<file path="config.mk">
export PLATFORM = sky130hd
export DESIGN_NAME = cmdDecoder
export DESIGN_NICKNAME = d
export VERILOG_FILES = /design/src/hw/cmdDecoderPkg.sv /design/src/hw/cmdDataCapture.sv /design/src/hw/cmdDecoder.sv /design/src/hw/cmdErrorCounters.sv /design/src/hw/cmdSequencer.sv /design/src/hw/tmrReg.sv
export VERILOG_INCLUDE_DIRS = /design/src /design/src/include
export SDC_FILE = /design/constraint.sdc
export NUM_CORES = 1
export LEC_CHECK = 0
export BUFFER_PORTS_ARGS = -buffer_cell sky130_fd_sc_hd__buf_2
export CAP_MARGIN = 15
export CORE_MARGIN = 8
export CORE_UTILIZATION = 58
export DETAILED_ROUTE_END_ITERATION = 7
export GPL_ROUTABILITY_DRIVEN = 0
export PLACE_DENSITY = 0.77
export SYNTH_ARGS = -nofsm -noshare
export SYNTH_HDL_FRONTEND = slang
export SYNTH_HIERARCHICAL = 1
export SYNTH_SLANG_ARGS = --single-unit
</file>
<file path="constraint.sdc">
create_clock -name CK -period 2.1 [get_ports CK]
set_input_delay 0.42 -clock CK [delete_from_list [all_inputs] [get_ports CK]]
set_output_delay 0.42 -clock CK [all_outputs]
set_load 0.005 [all_outputs]
</file>
<file path="src/include/cmdDecoder_params.svh">
// Widths, header patterns, field codes and field lengths for the command decoder
`ifndef CMD_DECODER_PARAMS_SVH
`define CMD_DECODER_PARAMS_SVH

// --------------------
// Widths
// --------------------
// Register address
`define CMD_ADDR_W 6
// Write data word
`define CMD_DATA_W 16
// Remaining-bit counter
`define CMD_CNT_W 5
// Command shift register
`define CMD_SHREG_W 8
// Shadow register, address plus data plus one trailing bit
`define CMD_SHADOW_W 23
// Saturating SEU count
`define CMD_SEU_W 6
// Hard-wired chip id
`define CMD_CHIPID_W 3

// --------------------
// Headers and codes
// --------------------
`define CMD_TRIG_HDR 5'b11101
`define CMD_FAST_HDR 5'b10110
// Fast field, one-hot
`define CMD_F_BCR 4'b0001
`define CMD_F_ECR 4'b0010
`define CMD_F_CAL 4'b0100
`define CMD_F_SLOW 4'b1000
// Slow command codes
`define CMD_S_RDREG 4'b0001
`define CMD_S_WRREG 4'b0010
`define CMD_S_RUNMODE 4'b0011
`define CMD_S_RESET 4'b0100
// RunMode payloads
`define CMD_RUN_ON 6'b111000
`define CMD_RUN_OFF 6'b000111

// --------------------
// Bits still to come after each decision point
// --------------------
`define CMD_LEN_FIELD 4
`define CMD_LEN_SLOWHDR 7
`define CMD_LEN_RD 6
`define CMD_LEN_WR 22
`define CMD_LEN_RUN 6

`endif

</file>
<file path="src/hw/cmdDecoderPkg.sv">
// Shared types: address, data, counter, shift register, sequencer state and flags
`include "cmdDecoder_params.svh"

package cmdDecoderPkg;

  typedef logic [`CMD_ADDR_W-1:0] addrT;
  typedef logic [`CMD_DATA_W-1:0] regDataT;
  typedef logic [`CMD_CNT_W-1:0] cntT;
  typedef logic [`CMD_SHREG_W-1:0] shRegT;

  // Sequencer phases, idle must stay at zero
  typedef enum logic [2:0] {
    idle,
    fastField,
    slowHdr,
    rdPayload,
    wrPayload,
    runPayload
  } seqStateT;

  // Everything the sequencer keeps in its voted register
  typedef struct packed {
    seqStateT state;
    // Single-cycle pulses
    logic trigger;
    logic bcr;
    logic ecr;
    logic cal;
    logic resetCmd;
    // Error pulses
    logic fastErr;
    logic slowErr;
    // Slow command results
    logic rdReg;
    logic wrReg;
    logic runSet;
    logic runClr;
    // Chip id did not match, payload gets swallowed
    logic foreign;
  } seqRegT;

endpackage

</file>
<file path="src/hw/cmdDataCapture.sv">
// Shadow shift register, RdReg/WrReg delay, voted Addr, WrRegData and RunMode
`timescale 1ns/10ps
`include "cmdDecoder_params.svh"

module cmdDataCapture (
  input  logic                   CK,
  input  logic                   RESET,
  input  logic                   DCI,
  input  logic                   rdStrobe,
  input  logic                   wrStrobe,
  input  logic                   runSet,
  input  logic                   runClr,
  input  logic                   resetCmd,
  output cmdDecoderPkg::addrT    Addr,
  output cmdDecoderPkg::regDataT WrRegData,
  output logic                   RdReg,
  output logic                   WrReg,
  output logic                   RunMode,
  output logic                   dataSeu
);

  import cmdDecoderPkg::*;

  logic [`CMD_SHADOW_W-1:0] shadow;
  addrT                     addrD;
  regDataT                  dataD;
  logic                     rdDly;
  logic                     wrDly;
  logic                     addrSeu;
  logic                     dataRegSeu;
  logic                     runSeu;

  // --------------------
  // Shadow register
  // --------------------
  // Free running, strobe arrives one bit after the payload ends
  always_ff @(posedge CK) begin
    shadow <= {shadow[`CMD_SHADOW_W-2:0], DCI};
  end

  // Field select, bit 0 is already the next command
  always_comb begin
    addrD = Addr;
    dataD = WrRegData;
    if (rdStrobe) begin
      addrD = shadow[`CMD_ADDR_W:1];
    end else if (wrStrobe) begin
      addrD = shadow[`CMD_SHADOW_W-1 -: `CMD_ADDR_W];
      dataD = shadow[`CMD_DATA_W:1];
    end
  end

  // --------------------
  // Strobe delay
  // --------------------
  // Two stages, Addr and data load with the first
  always_ff @(posedge CK) begin
    if (RESET) begin
      rdDly <= 1'b0;
      wrDly <= 1'b0;
      RdReg <= 1'b0;
      WrReg <= 1'b0;
    end else begin
      rdDly <= rdStrobe;
      wrDly <= wrStrobe;
      RdReg <= rdDly;
      WrReg <= wrDly;
    end
  end

  // --------------------
  // Voted registers
  // --------------------
  tmrReg #(.payloadT(addrT)) addrTmr (
    .CK,
    .clear(RESET | resetCmd),
    .next(addrD),
    .q(Addr),
    .mismatch(addrSeu)
  );

  tmrReg #(.payloadT(regDataT)) dataTmr (
    .CK,
    .clear(RESET | resetCmd),
    .next(dataD),
    .q(WrRegData),
    .mismatch(dataRegSeu)
  );

  // ResetCmd leaves RunMode alone
  tmrReg runTmr (
    .CK,
    .clear(RESET | runClr),
    .next(RunMode | runSet),
    .q(RunMode),
    .mismatch(runSeu)
  );

  assign dataSeu = addrSeu | dataRegSeu | runSeu;

  // Read and write never overlap after the delay
  rdWrExclusive: assert property (@(posedge CK) disable iff (RESET)
    !(RdReg && WrReg));

endmodule

</file>
<file path="src/hw/cmdDecoder.sv">
// Top level of the command decoder: sequencer, data capture and error counters
`timescale 1ns/10ps
`include "cmdDecoder_params.svh"

module cmdDecoder (
  input  logic                   CK,
  input  logic                   RESET,
  input  logic                   DCI,
  input  logic [`CMD_CHIPID_W-1:0] ChipId,
  output logic                   Trigger,
  output logic                   BCR,
  output logic                   ECR,
  output logic                   CAL,
  output logic                   RdReg,
  output logic                   WrReg,
  output logic                   RunMode,
  output cmdDecoderPkg::addrT    Addr,
  output cmdDecoderPkg::regDataT WrRegData,
  output logic [`CMD_SEU_W+1:0]  CmdErrReg
);

  // Sequencer strobes, one cycle each
  logic rdStrobe;
  logic wrStrobe;
  logic runSet;
  logic runClr;
  logic resetCmd;
  // Error and SEU reports
  logic fastErrSet;
  logic slowErrSet;
  logic seqSeu;
  logic dataSeu;

  // --------------------
  // Blocks
  // --------------------
  cmdSequencer seq (
    .CK, .RESET, .DCI, .ChipId,
    .Trigger, .BCR, .ECR, .CAL,
    .rdStrobe, .wrStrobe, .runSet, .runClr, .resetCmd,
    .fastErrSet, .slowErrSet, .seqSeu
  );

  cmdDataCapture capture (
    .CK, .RESET, .DCI,
    .rdStrobe, .wrStrobe, .runSet, .runClr, .resetCmd,
    .Addr, .WrRegData, .RdReg, .WrReg, .RunMode, .dataSeu
  );

  // ResetCmd clears the error word as well
  cmdErrorCounters errors (
    .CK, .RESET, .resetCmd,
    .fastErrSet, .slowErrSet, .seqSeu, .dataSeu,
    .CmdErrReg
  );

endmodule

</file>
<file path="src/hw/cmdErrorCounters.sv">
// Saturating SEU counter, sticky fast and slow error flags, CmdErrReg packing
`timescale 1ns/10ps
`include "cmdDecoder_params.svh"

module cmdErrorCounters (
  input  logic                  CK,
  input  logic                  RESET,
  input  logic                  resetCmd,
  input  logic                  fastErrSet,
  input  logic                  slowErrSet,
  input  logic                  seqSeu,
  input  logic                  dataSeu,
  output logic [`CMD_SEU_W+1:0] CmdErrReg
);

  logic [`CMD_SEU_W-1:0] seuCnt;
  logic                  seuFull;
  logic                  fastErr;
  logic                  slowErr;
  logic                  clearAll;

  assign seuFull = &seuCnt;
  // Either reset source wipes the whole word
  assign clearAll = RESET | resetCmd;

  // --------------------
  // Counter and flags
  // --------------------
  always_ff @(posedge CK) begin
    if (clearAll) begin
      seuCnt <= '0;
      fastErr <= 1'b0;
      slowErr <= 1'b0;
    end else begin
      // One count per cycle with any copy mismatch, stops at full
      if ((seqSeu || dataSeu) && !seuFull) begin
        seuCnt <= seuCnt + 1'b1;
      end
      // Sticky
      if (fastErrSet) begin
        fastErr <= 1'b1;
      end
      if (slowErrSet) begin
        slowErr <= 1'b1;
      end
    end
  end

  // Count on top, then FastErr, SlowErr in bit 0
  assign CmdErrReg = {seuCnt, fastErr, slowErr};

  // Saturated count holds until a clear
  seuSaturates: assert property (@(posedge CK) disable iff (RESET)
    (seuFull && !resetCmd) |=> seuFull);

endmodule

</file>
<file path="src/hw/cmdSequencer.sv">
// Command shift register, remaining-bit counter and decoding FSM, all triplicated
`timescale 1ns/10ps
`include "cmdDecoder_params.svh"

module cmdSequencer (
  input  logic                     CK,
  input  logic                     RESET,
  input  logic                     DCI,
  input  logic [`CMD_CHIPID_W-1:0] ChipId,
  output logic                     Trigger,
  output logic                     BCR,
  output logic                     ECR,
  output logic                     CAL,
  output logic                     rdStrobe,
  output logic                     wrStrobe,
  output logic                     runSet,
  output logic                     runClr,
  output logic                     resetCmd,
  output logic                     fastErrSet,
  output logic                     slowErrSet,
  output logic                     seqSeu
);

  import cmdDecoderPkg::*;

  seqRegT seqQ;
  seqRegT seqD;
  cntT    cnt;
  cntT    cntD;
  shRegT  shReg;
  shRegT  shRegD;
  logic   cmdDone;
  logic   lastBit;
  logic   idMatch;
  logic   shSeu;
  logic   cntSeu;
  logic   stateSeu;

  // Field fully shifted in when one bit is left on the counter
  assign lastBit = (cnt == cntT'(1));
  // Slow header is chip id then code, id sits above the code
  assign idMatch = (shReg[6:4] == ChipId);

  // --------------------
  // Shift register
  // --------------------
  // Upper seven bits drop at every field boundary
  always_comb begin
    if (cmdDone) begin
      shRegD = shRegT'(DCI);
    end else begin
      shRegD = {shReg[`CMD_SHREG_W-2:0], DCI};
    end
  end

  tmrReg #(.payloadT(shRegT)) shTmr (
    .CK,
    .clear(RESET),
    .next(shRegD),
    .q(shReg),
    .mismatch(shSeu)
  );

  tmrReg #(.payloadT(cntT)) cntTmr (
    .CK,
    .clear(RESET),
    .next(cntD),
    .q(cnt),
    .mismatch(cntSeu)
  );

  tmrReg #(.payloadT(seqRegT)) seqTmr (
    .CK,
    .clear(RESET),
    .next(seqD),
    .q(seqQ),
    .mismatch(stateSeu)
  );

  // --------------------
  // Decode FSM
  // --------------------
  always_comb begin
    // Pulses default low, state and id flag hold
    seqD = '0;
    seqD.state = seqQ.state;
    seqD.foreign = seqQ.foreign;
    // Count down to zero and stay there
    cntD = (cnt != '0) ? cnt - cntT'(1) : cnt;
    cmdDone = 1'b0;
    case (seqQ.state)
      idle: begin
        seqD.foreign = 1'b0;
        if (shReg[4:0] == `CMD_TRIG_HDR) begin
          seqD.trigger = 1'b1;
          cmdDone = 1'b1;
        end else if (shReg[4:0] == `CMD_FAST_HDR) begin
          seqD.state = fastField;
          cntD = cntT'(`CMD_LEN_FIELD);
          cmdDone = 1'b1;
        end
      end
      fastField: begin
        if (lastBit) begin
          cmdDone = 1'b1;
          seqD.state = idle;
          case (shReg[3:0])
            `CMD_F_BCR: seqD.bcr = 1'b1;
            `CMD_F_ECR: seqD.ecr = 1'b1;
            `CMD_F_CAL: seqD.cal = 1'b1;
            `CMD_F_SLOW: begin
              seqD.state = slowHdr;
              cntD = cntT'(`CMD_LEN_SLOWHDR);
            end
            default: seqD.fastErr = 1'b1;
          endcase
        end
      end
      slowHdr: begin
        if (lastBit) begin
          cmdDone = 1'b1;
          seqD.state = idle;
          seqD.foreign = !idMatch;
          case (shReg[3:0])
            `CMD_S_RDREG: begin
              seqD.state = rdPayload;
              cntD = cntT'(`CMD_LEN_RD);
            end
            `CMD_S_WRREG: begin
              seqD.state = wrPayload;
              cntD = cntT'(`CMD_LEN_WR);
            end
            `CMD_S_RUNMODE: begin
              seqD.state = runPayload;
              cntD = cntT'(`CMD_LEN_RUN);
            end
            // No payload, acts right away
            `CMD_S_RESET: seqD.resetCmd = idMatch;
            // Unknown code only flagged for this chip
            default: seqD.slowErr = idMatch;
          endcase
        end
      end
      rdPayload: begin
        if (lastBit) begin
          cmdDone = 1'b1;
          seqD.state = idle;
          seqD.rdReg = !seqQ.foreign;
        end
      end
      wrPayload: begin
        if (lastBit) begin
          cmdDone = 1'b1;
          seqD.state = idle;
          seqD.wrReg = !seqQ.foreign;
        end
      end
      runPayload: begin
        if (lastBit) begin
          cmdDone = 1'b1;
          seqD.state = idle;
          if (shReg[5:0] == `CMD_RUN_ON) begin
            seqD.runSet = !seqQ.foreign;
          end else if (shReg[5:0] == `CMD_RUN_OFF) begin
            seqD.runClr = !seqQ.foreign;
          end else begin
            seqD.slowErr = !seqQ.foreign;
          end
        end
      end
      // Unused encodings fall back to idle
      default: seqD.state = idle;
    endcase
  end

  // --------------------
  // Outputs
  // --------------------
  assign Trigger = seqQ.trigger;
  assign BCR = seqQ.bcr;
  assign ECR = seqQ.ecr;
  assign CAL = seqQ.cal;
  assign rdStrobe = seqQ.rdReg;
  assign wrStrobe = seqQ.wrReg;
  assign runSet = seqQ.runSet;
  assign runClr = seqQ.runClr;
  assign resetCmd = seqQ.resetCmd;
  assign fastErrSet = seqQ.fastErr;
  assign slowErrSet = seqQ.slowErr;
  // Disagreement anywhere in the sequencer copies
  assign seqSeu = shSeu | cntSeu | stateSeu;

  // Fast command pulses exclude each other
  fastOneHot: assert property (@(posedge CK) disable iff (RESET)
    $onehot0({Trigger, BCR, ECR, CAL}));

endmodule

</file>
<file path="src/hw/tmrReg.sv">
// Triplicated register with bitwise majority vote and copy mismatch flag
`timescale 1ns/10ps

module tmrReg #(
  parameter type payloadT = logic
) (
  input  logic    CK,
  input  logic    clear,
  input  payloadT next,
  output payloadT q,
  output logic    mismatch
);

  // Three independent copies of the same state
  payloadT copyA;
  payloadT copyB;
  payloadT copyC;

  // --------------------
  // Storage
  // --------------------
  always_ff @(posedge CK) begin
    if (clear) begin
      copyA <= '0;
      copyB <= '0;
      copyC <= '0;
    end else begin
      // All copies load the same value, a flipped copy heals here
      copyA <= next;
      copyB <= next;
      copyC <= next;
    end
  end

  // --------------------
  // Vote
  // --------------------
  // Two out of three per bit
  assign q = payloadT'((copyA & copyB) | (copyA & copyC) | (copyB & copyC));

  // Any bit where the copies disagree
  assign mismatch = |((copyA ^ copyB) | (copyB ^ copyC));

endmodule

</file>
## Yosys cells after proc, flatten, opt, wreduce, memory -nomap -nowiden

Index checks and enable logic that the tools add are counted.

- Register bits: 86
- Bits of input ports: 6

- Add/subtract/negate cells: 2
- Eq/ne operators: 16
- Multiplexer cells: 38
- Bitwise operators: 41
- Reductions and logical operators: 26

Operator list:

| cell | count |
|---|---|
| 16-bit OR | 3 |
| 15-bit OR | 3 |
| 16-bit two-way mux | 2 |
| 5-bit two-way mux | 6 |
| 6-bit OR | 3 |
| 16-bit bitwise AND | 1 |
| 16-bit OR reduction | 1 |
| 4-bit OR reduction | 4 |
| 16-bit bitwise XOR | 1 |
| 15-bit bitwise AND | 1 |
| 1-bit two-way mux | 15 |
| 3-bit two-way mux | 5 |
| 5-bit OR | 3 |
| 5-bit case mux with 3 select lines | 1 |
| 15-bit OR reduction | 1 |
| 5-bit OR reduction | 3 |
| 15-bit bitwise XOR | 1 |
| 7-bit OR | 2 |
| 6-bit two-way mux | 2 |
| 3-bit case mux with 4 select lines | 1 |
| 5-bit == test, second input constant | 2 |
| 1-bit inverter | 10 |
| 5-bit case mux with 2 select lines | 1 |
| 2-bit OR reduction | 5 |
| 33 further kinds | 46 |

## Depth between registers and ports, before layout

- Word-level depth: 8
- Gate-level depth with buffers: 8
- Gate-level depth less buffers: 7

## By module

The synthesis kept the hierarchy.

Modules (own cells, without submodules):

| module | instances | cells each | area an instance (um^2) |
|---|---|---|---|
| cmdDataCapture | 1 | 74 | 980.9 |
| cmdSequencer | 1 | 119 | 790.8 |
| tmrReg (capture.dataTmr) | 1 | 35 | 475.5 |
| tmrReg (seq.seqTmr) | 1 | 33 | 444.2 |
| cmdErrorCounters | 1 | 37 | 366.6 |
| tmrReg (seq.shTmr) | 1 | 18 | 221.5 |
| tmrReg (capture.addrTmr) | 1 | 14 | 168.9 |
| tmrReg (seq.cntTmr) | 1 | 12 | 142.6 |
| tmrReg (capture.runTmr) | 1 | 4 | 45.0 |

## Worst setup path before layout

No wires, ideal clock.

- Path type: flip-flop to flip-flop
- Start point: reg seq/seqTmr/copyC[13] in the netlist's numbering
- End point: reg seq/shTmr/copyC[1] in the netlist's numbering
- Setup time: 0.114 ns
- Arrival time: 1.522 ns
- Data required time: 1.986 ns
- Slack: 0.464 ns
- Cell stages (with the launch flop): 9
- Period minus slack after synthesis: 1.636 ns
- Cells stage by stage: dfxtp_1 -> clkbuf_1 -> inv_1 -> ha_1 -> inv_1 -> o21ai_0 -> a21oi_2 -> nor2b_1 -> nor2b_1

- Longest elaborated chain between the ends: 7
- Elaborated cells on any way between the ends: 12
- Classes of those cells: 5 x eq/ne; 1 x mux; 3 x bitwise; 3 x reduce/logical

Ends and longest elaborated chain:

| what | line | RTL |
|---|---|---|
| start: declaration | tmrReg.sv:17 | `payloadT copyC;` |
| start signal: assignment | tmrReg.sv:31 | `copyC <= next;` |
| 15-bit bitwise AND (*) | tmrReg.sv:39 | `assign q = payloadT'((copyA & copyB) \| (copyA & copyC) \| (copyB & copyC));` |
| 15-bit OR | tmrReg.sv:39 |  |
| 15-bit OR (*) | tmrReg.sv:39 |  |
| 3-bit by 1-bit == test with 1-bit output, or another cell as far along | cmdSequencer.sv:91 | `case (seqQ.state)` |
| 5-bit OR reduction (no line) | - |  |
| 1-bit case mux with 2 select lines (*) | cmdSequencer.sv:91 |  |
| 2-bit OR reduction (no line) (*) | - |  |
| end signal: assignment | tmrReg.sv:31 |  |
| end: declaration | tmrReg.sv:17 |  |

Mark *: on every way between the ends. The rest lies on a longest branch, timed or not.
A chain may end at the register's enable or synchronous reset.

## Worst setup path after layout

- Start point: reg seq/shTmr/copyC[3] in the netlist's numbering
- End point: reg seq/cntTmr/copyC[2] in the netlist's numbering

- Longest elaborated chain between the ends: 8
- Elaborated cells on any way between the ends: 17
- Classes of those cells: 6 x eq/ne; 7 x mux; 3 x bitwise; 1 x reduce/logical

Ends and longest elaborated chain:

| what | line | RTL |
|---|---|---|
| 7-bit bitwise AND (*) | tmrReg.sv:39 |  |
| 7-bit OR | tmrReg.sv:39 |  |
| 7-bit OR (*) | tmrReg.sv:39 |  |
| 4-bit by 1-bit == test with 1-bit output / 4-bit by 2-bit == test with 1-bit output (equally long branches) | cmdSequencer.sv:124 | `case (shReg[3:0])` |
| 2-bit OR reduction (no line) | - |  |
| 5-bit case mux with 2 select lines | cmdSequencer.sv:124 |  |
| 5-bit two-way mux | cmdSequencer.sv:120 | `if (lastBit) begin` |
| 5-bit case mux with 3 select lines (*) | cmdSequencer.sv:91 |  |
| via seq.cntD[2] | cmdSequencer.sv:29 | `cntT cntD;` |
| end signal: assignment | tmrReg.sv:31 |  |
| end: declaration | tmrReg.sv:17 |  |

Mark *: on every way through the listed nets, which the timed path passes. The rest lies on a longest branch.

==> results.py <==
metrics = {
    "outcome": {
        "run_status": "finished clean",
    },
    "global_routing": {
        "grt.total_usage_pct": 15.0,
        "first_global_vias": 2231,
        "grt_max_degree": 23,
        "global_route_wire_length_before_repair_um": 10600,
        "antenna_found_initial": 0,
        "grt_remaining_overflow": 0,
    },
    "timing": {
        "finalClockSkew_ns": 0.00831,
        "final-max-slew-violation-count": 0,
        "min_period_over_period_pct": 84.7,
        "max_slew.worst_pin.slew_ns": 0.582,
        "finalWorstPathRequiredPeriod_ns": 1.78,
        "total_setup_violations_reported_at_the_end_of_the_flow": 0,
        "finalHoldWorstSlack_ns": 0.196,
        "totalNegativeSetupSlack_ns": 0,
        "setup_ws_ns": 0.321,
        "clock.fmax_mhz": 562,
        "slew-limit-headroom_pct": 60.6,
        "rsz0062_at_grt": "false",
        "finalHoldViolations": 0,
    },
    "routing": {
        "initialDrtViolationCount": 142,
        "final_routed_wirelength_across_all_metal_layers_um": 6560,
        "route.top_layer_used": "met4",
        "met3RoutedLength_um": 388,
        "dr_total_vias": 2385,
        "met1_length_um": 3080,
        "drt-vias-per-instance": 5.20,
        "detail_route.wl_per_cell_um": 14.3,
        "detail_route.first_pass.iterations": 4,
        "post-route-drc-count": 0,
        "met2RoutedLength_um": 2990,
        "route.antenna.remaining_nets": 0,
    },
    "power_and_ir_drop": {
        "vdd_ir_drop_max_uv": 523,
        "powerDensity_nw_per_um2": 852,
        "static-leakage-power_uw": 0.00171,
        "total_power_uw": 3390,
    },
    "yosys": {
        "synth-warning-count": 6,
        "syn-mean-instance-area_um2": 10.5,
        "mappedNetlistArea_um2": 3600,
        "mapped_cells": 343,
        "synth_nets": 355,
    },
    "worst_setup_path": {
        "critical_path.startpoint_type": "register",
        "setup.worst_path.end_class": "register",
        "worst-setup-path-type": "reg2reg",
        "worst-endpoint-required_ns": 2.38,
        "timing.critical_path.arrival_ns": 2.06,
        "critical_path_peak_fanout": 10,
    },
    "final_layout": {
        "num-fill-cells": 486,
        "area_growth_pct": 10.3,
        "seqCellArea_um2": 1700,
        "post_route_design_area_um2": 3970,
        "most_common_cell_after_layout_fill_and_taps_aside": "sky130_fd_sc_hd__dfxtp_1",
        "mostFrequentLayoutCells": "85 x sky130_fd_sc_hd__dfxtp_1, 42 x sky130_fd_sc_hd__buf_2, 35 x sky130_fd_sc_hd__nor2b_1, 17 x sky130_fd_sc_hd__nand2_1",
        "multi_input_area_um2": 1690,
        "antenna_diode_count": 0,
        "drive_above_1_share_pct": 30.5,
        "final_net_count": 392,
    },
    "clocking": {
        "cts_resized": 0,
        "post-cts-setup-buffer-count": 0,
        "clk_latency_ns": 0.34,
        "clkTransAtPathRegs_ns": 0.08,
        "h-tree-depth": 3,
        "tritoncts": "done",
        "cts.hold.buffers_added": 0,
        "clock_path_buffers": 2,
        "clock_tree_root_buffer_cell": "sky130_fd_sc_hd__clkbuf_8",
        "cts_made_buffers": 9,
        "numClockSinks": 85,
    },
    "die": {
        "rows": 28,
        "number_of_top_level_pins": 43,
        "die-area_um2": 8990,
        "initial_core_utilization_pct": 60.5,
        "die_w_um": 94.8,
        "coreArea_um2": 5960,
        "die_y_um": 94.8,
    },
    "placed_design": {
        "place.port_buffers": 42,
        "dp.final_hpwl_um": 4700,
        "postPlaceCellArea_um2": 3780,
        "preCtsSetupSlack_ns": 0.347,
    },
    "hold_path": {
        "min-delay-path-class": "in2reg",
    },
    "run": {
        "drv_cap": 0,
    },
}
[power by group]
group	switching [uW]	internal [uW]	total (uW)
registers	76.3	1680	1760
logic	239	248	487
clock network	586	555	1140
total	901	2480	3390
[metrics by stage]
| step | utilization, % | std cells |
|---|---|---|
| 2_1_floorplan | - | 343 |
| 3_3_place_gp | 63.4 | 444 |
| 3_5_place_dp | 63.4 | 444 |
| 4_1_cts | 66.7 | 459 |
| 5_1_grt | 66.7 | 459 |
| 6_report | 66.7 | 459 |
[area by class of cell]
class                   count  area share, %
clock buffers               9           3.12
clock inverters             6           1.83
well taps                  75           2.36
repair buffers             49           6.61
flip-flops and latches     85           42.8
inverters                   8          0.756
multi-input cells         227           42.5
[critical path: stages, from the launching register on]
cell and delay, ns:
sky130_fd_sc_hd__dfxtp_1 0.48, sky130_fd_sc_hd__nor4b_1 0.54, sky130_fd_sc_hd__a21boi_1 0.20, sky130_fd_sc_hd__a211oi_2 0.21
sky130_fd_sc_hd__o21bai_1 0.15, sky130_fd_sc_hd__nor2b_1 0.14
[state kept, by name (all words and copies together) (netlist names)]
name                   count
capture/WrReg              1
seq/shTmr/copyC            7
seq/cntTmr/copyC           5
capture/dataTmr/copyC     16
capture/rdDly              1
errors/fastErr             1
capture/runTmr/copyC       1
seq/seqTmr/copyC          15
capture/addrTmr/copyC      6
capture/RdReg              1
errors/seuCnt              6
capture/shadow            23
errors/slowErr             1
capture/wrDly              1
[per-layer routing]
metal | vias to the layer above | GRT usage [%]
li1 | 1225 | -
met1 | 1092 | 18.6
met2 | 61 | 23.5
met3 | 7 | 3.73
met4 | 0 | 8.06
met5 | - | 0
[worst paths after layout]
check | from | end | slack [ns] | depth (start not counted)
min | DCI | capture/shadow[0] | 0.20 | 1
min reg2reg | capture/shadow[0] | capture/shadow[1] | 0.33 | 0
max reg2reg | seq/shTmr/copyC[3] | seq/cntTmr/copyC[2] | 0.32 | 5
max | seq/shTmr/copyC[3] | seq/cntTmr/copyC[2] | 0.32 | 5
Power figures use the tool's default switching activity.
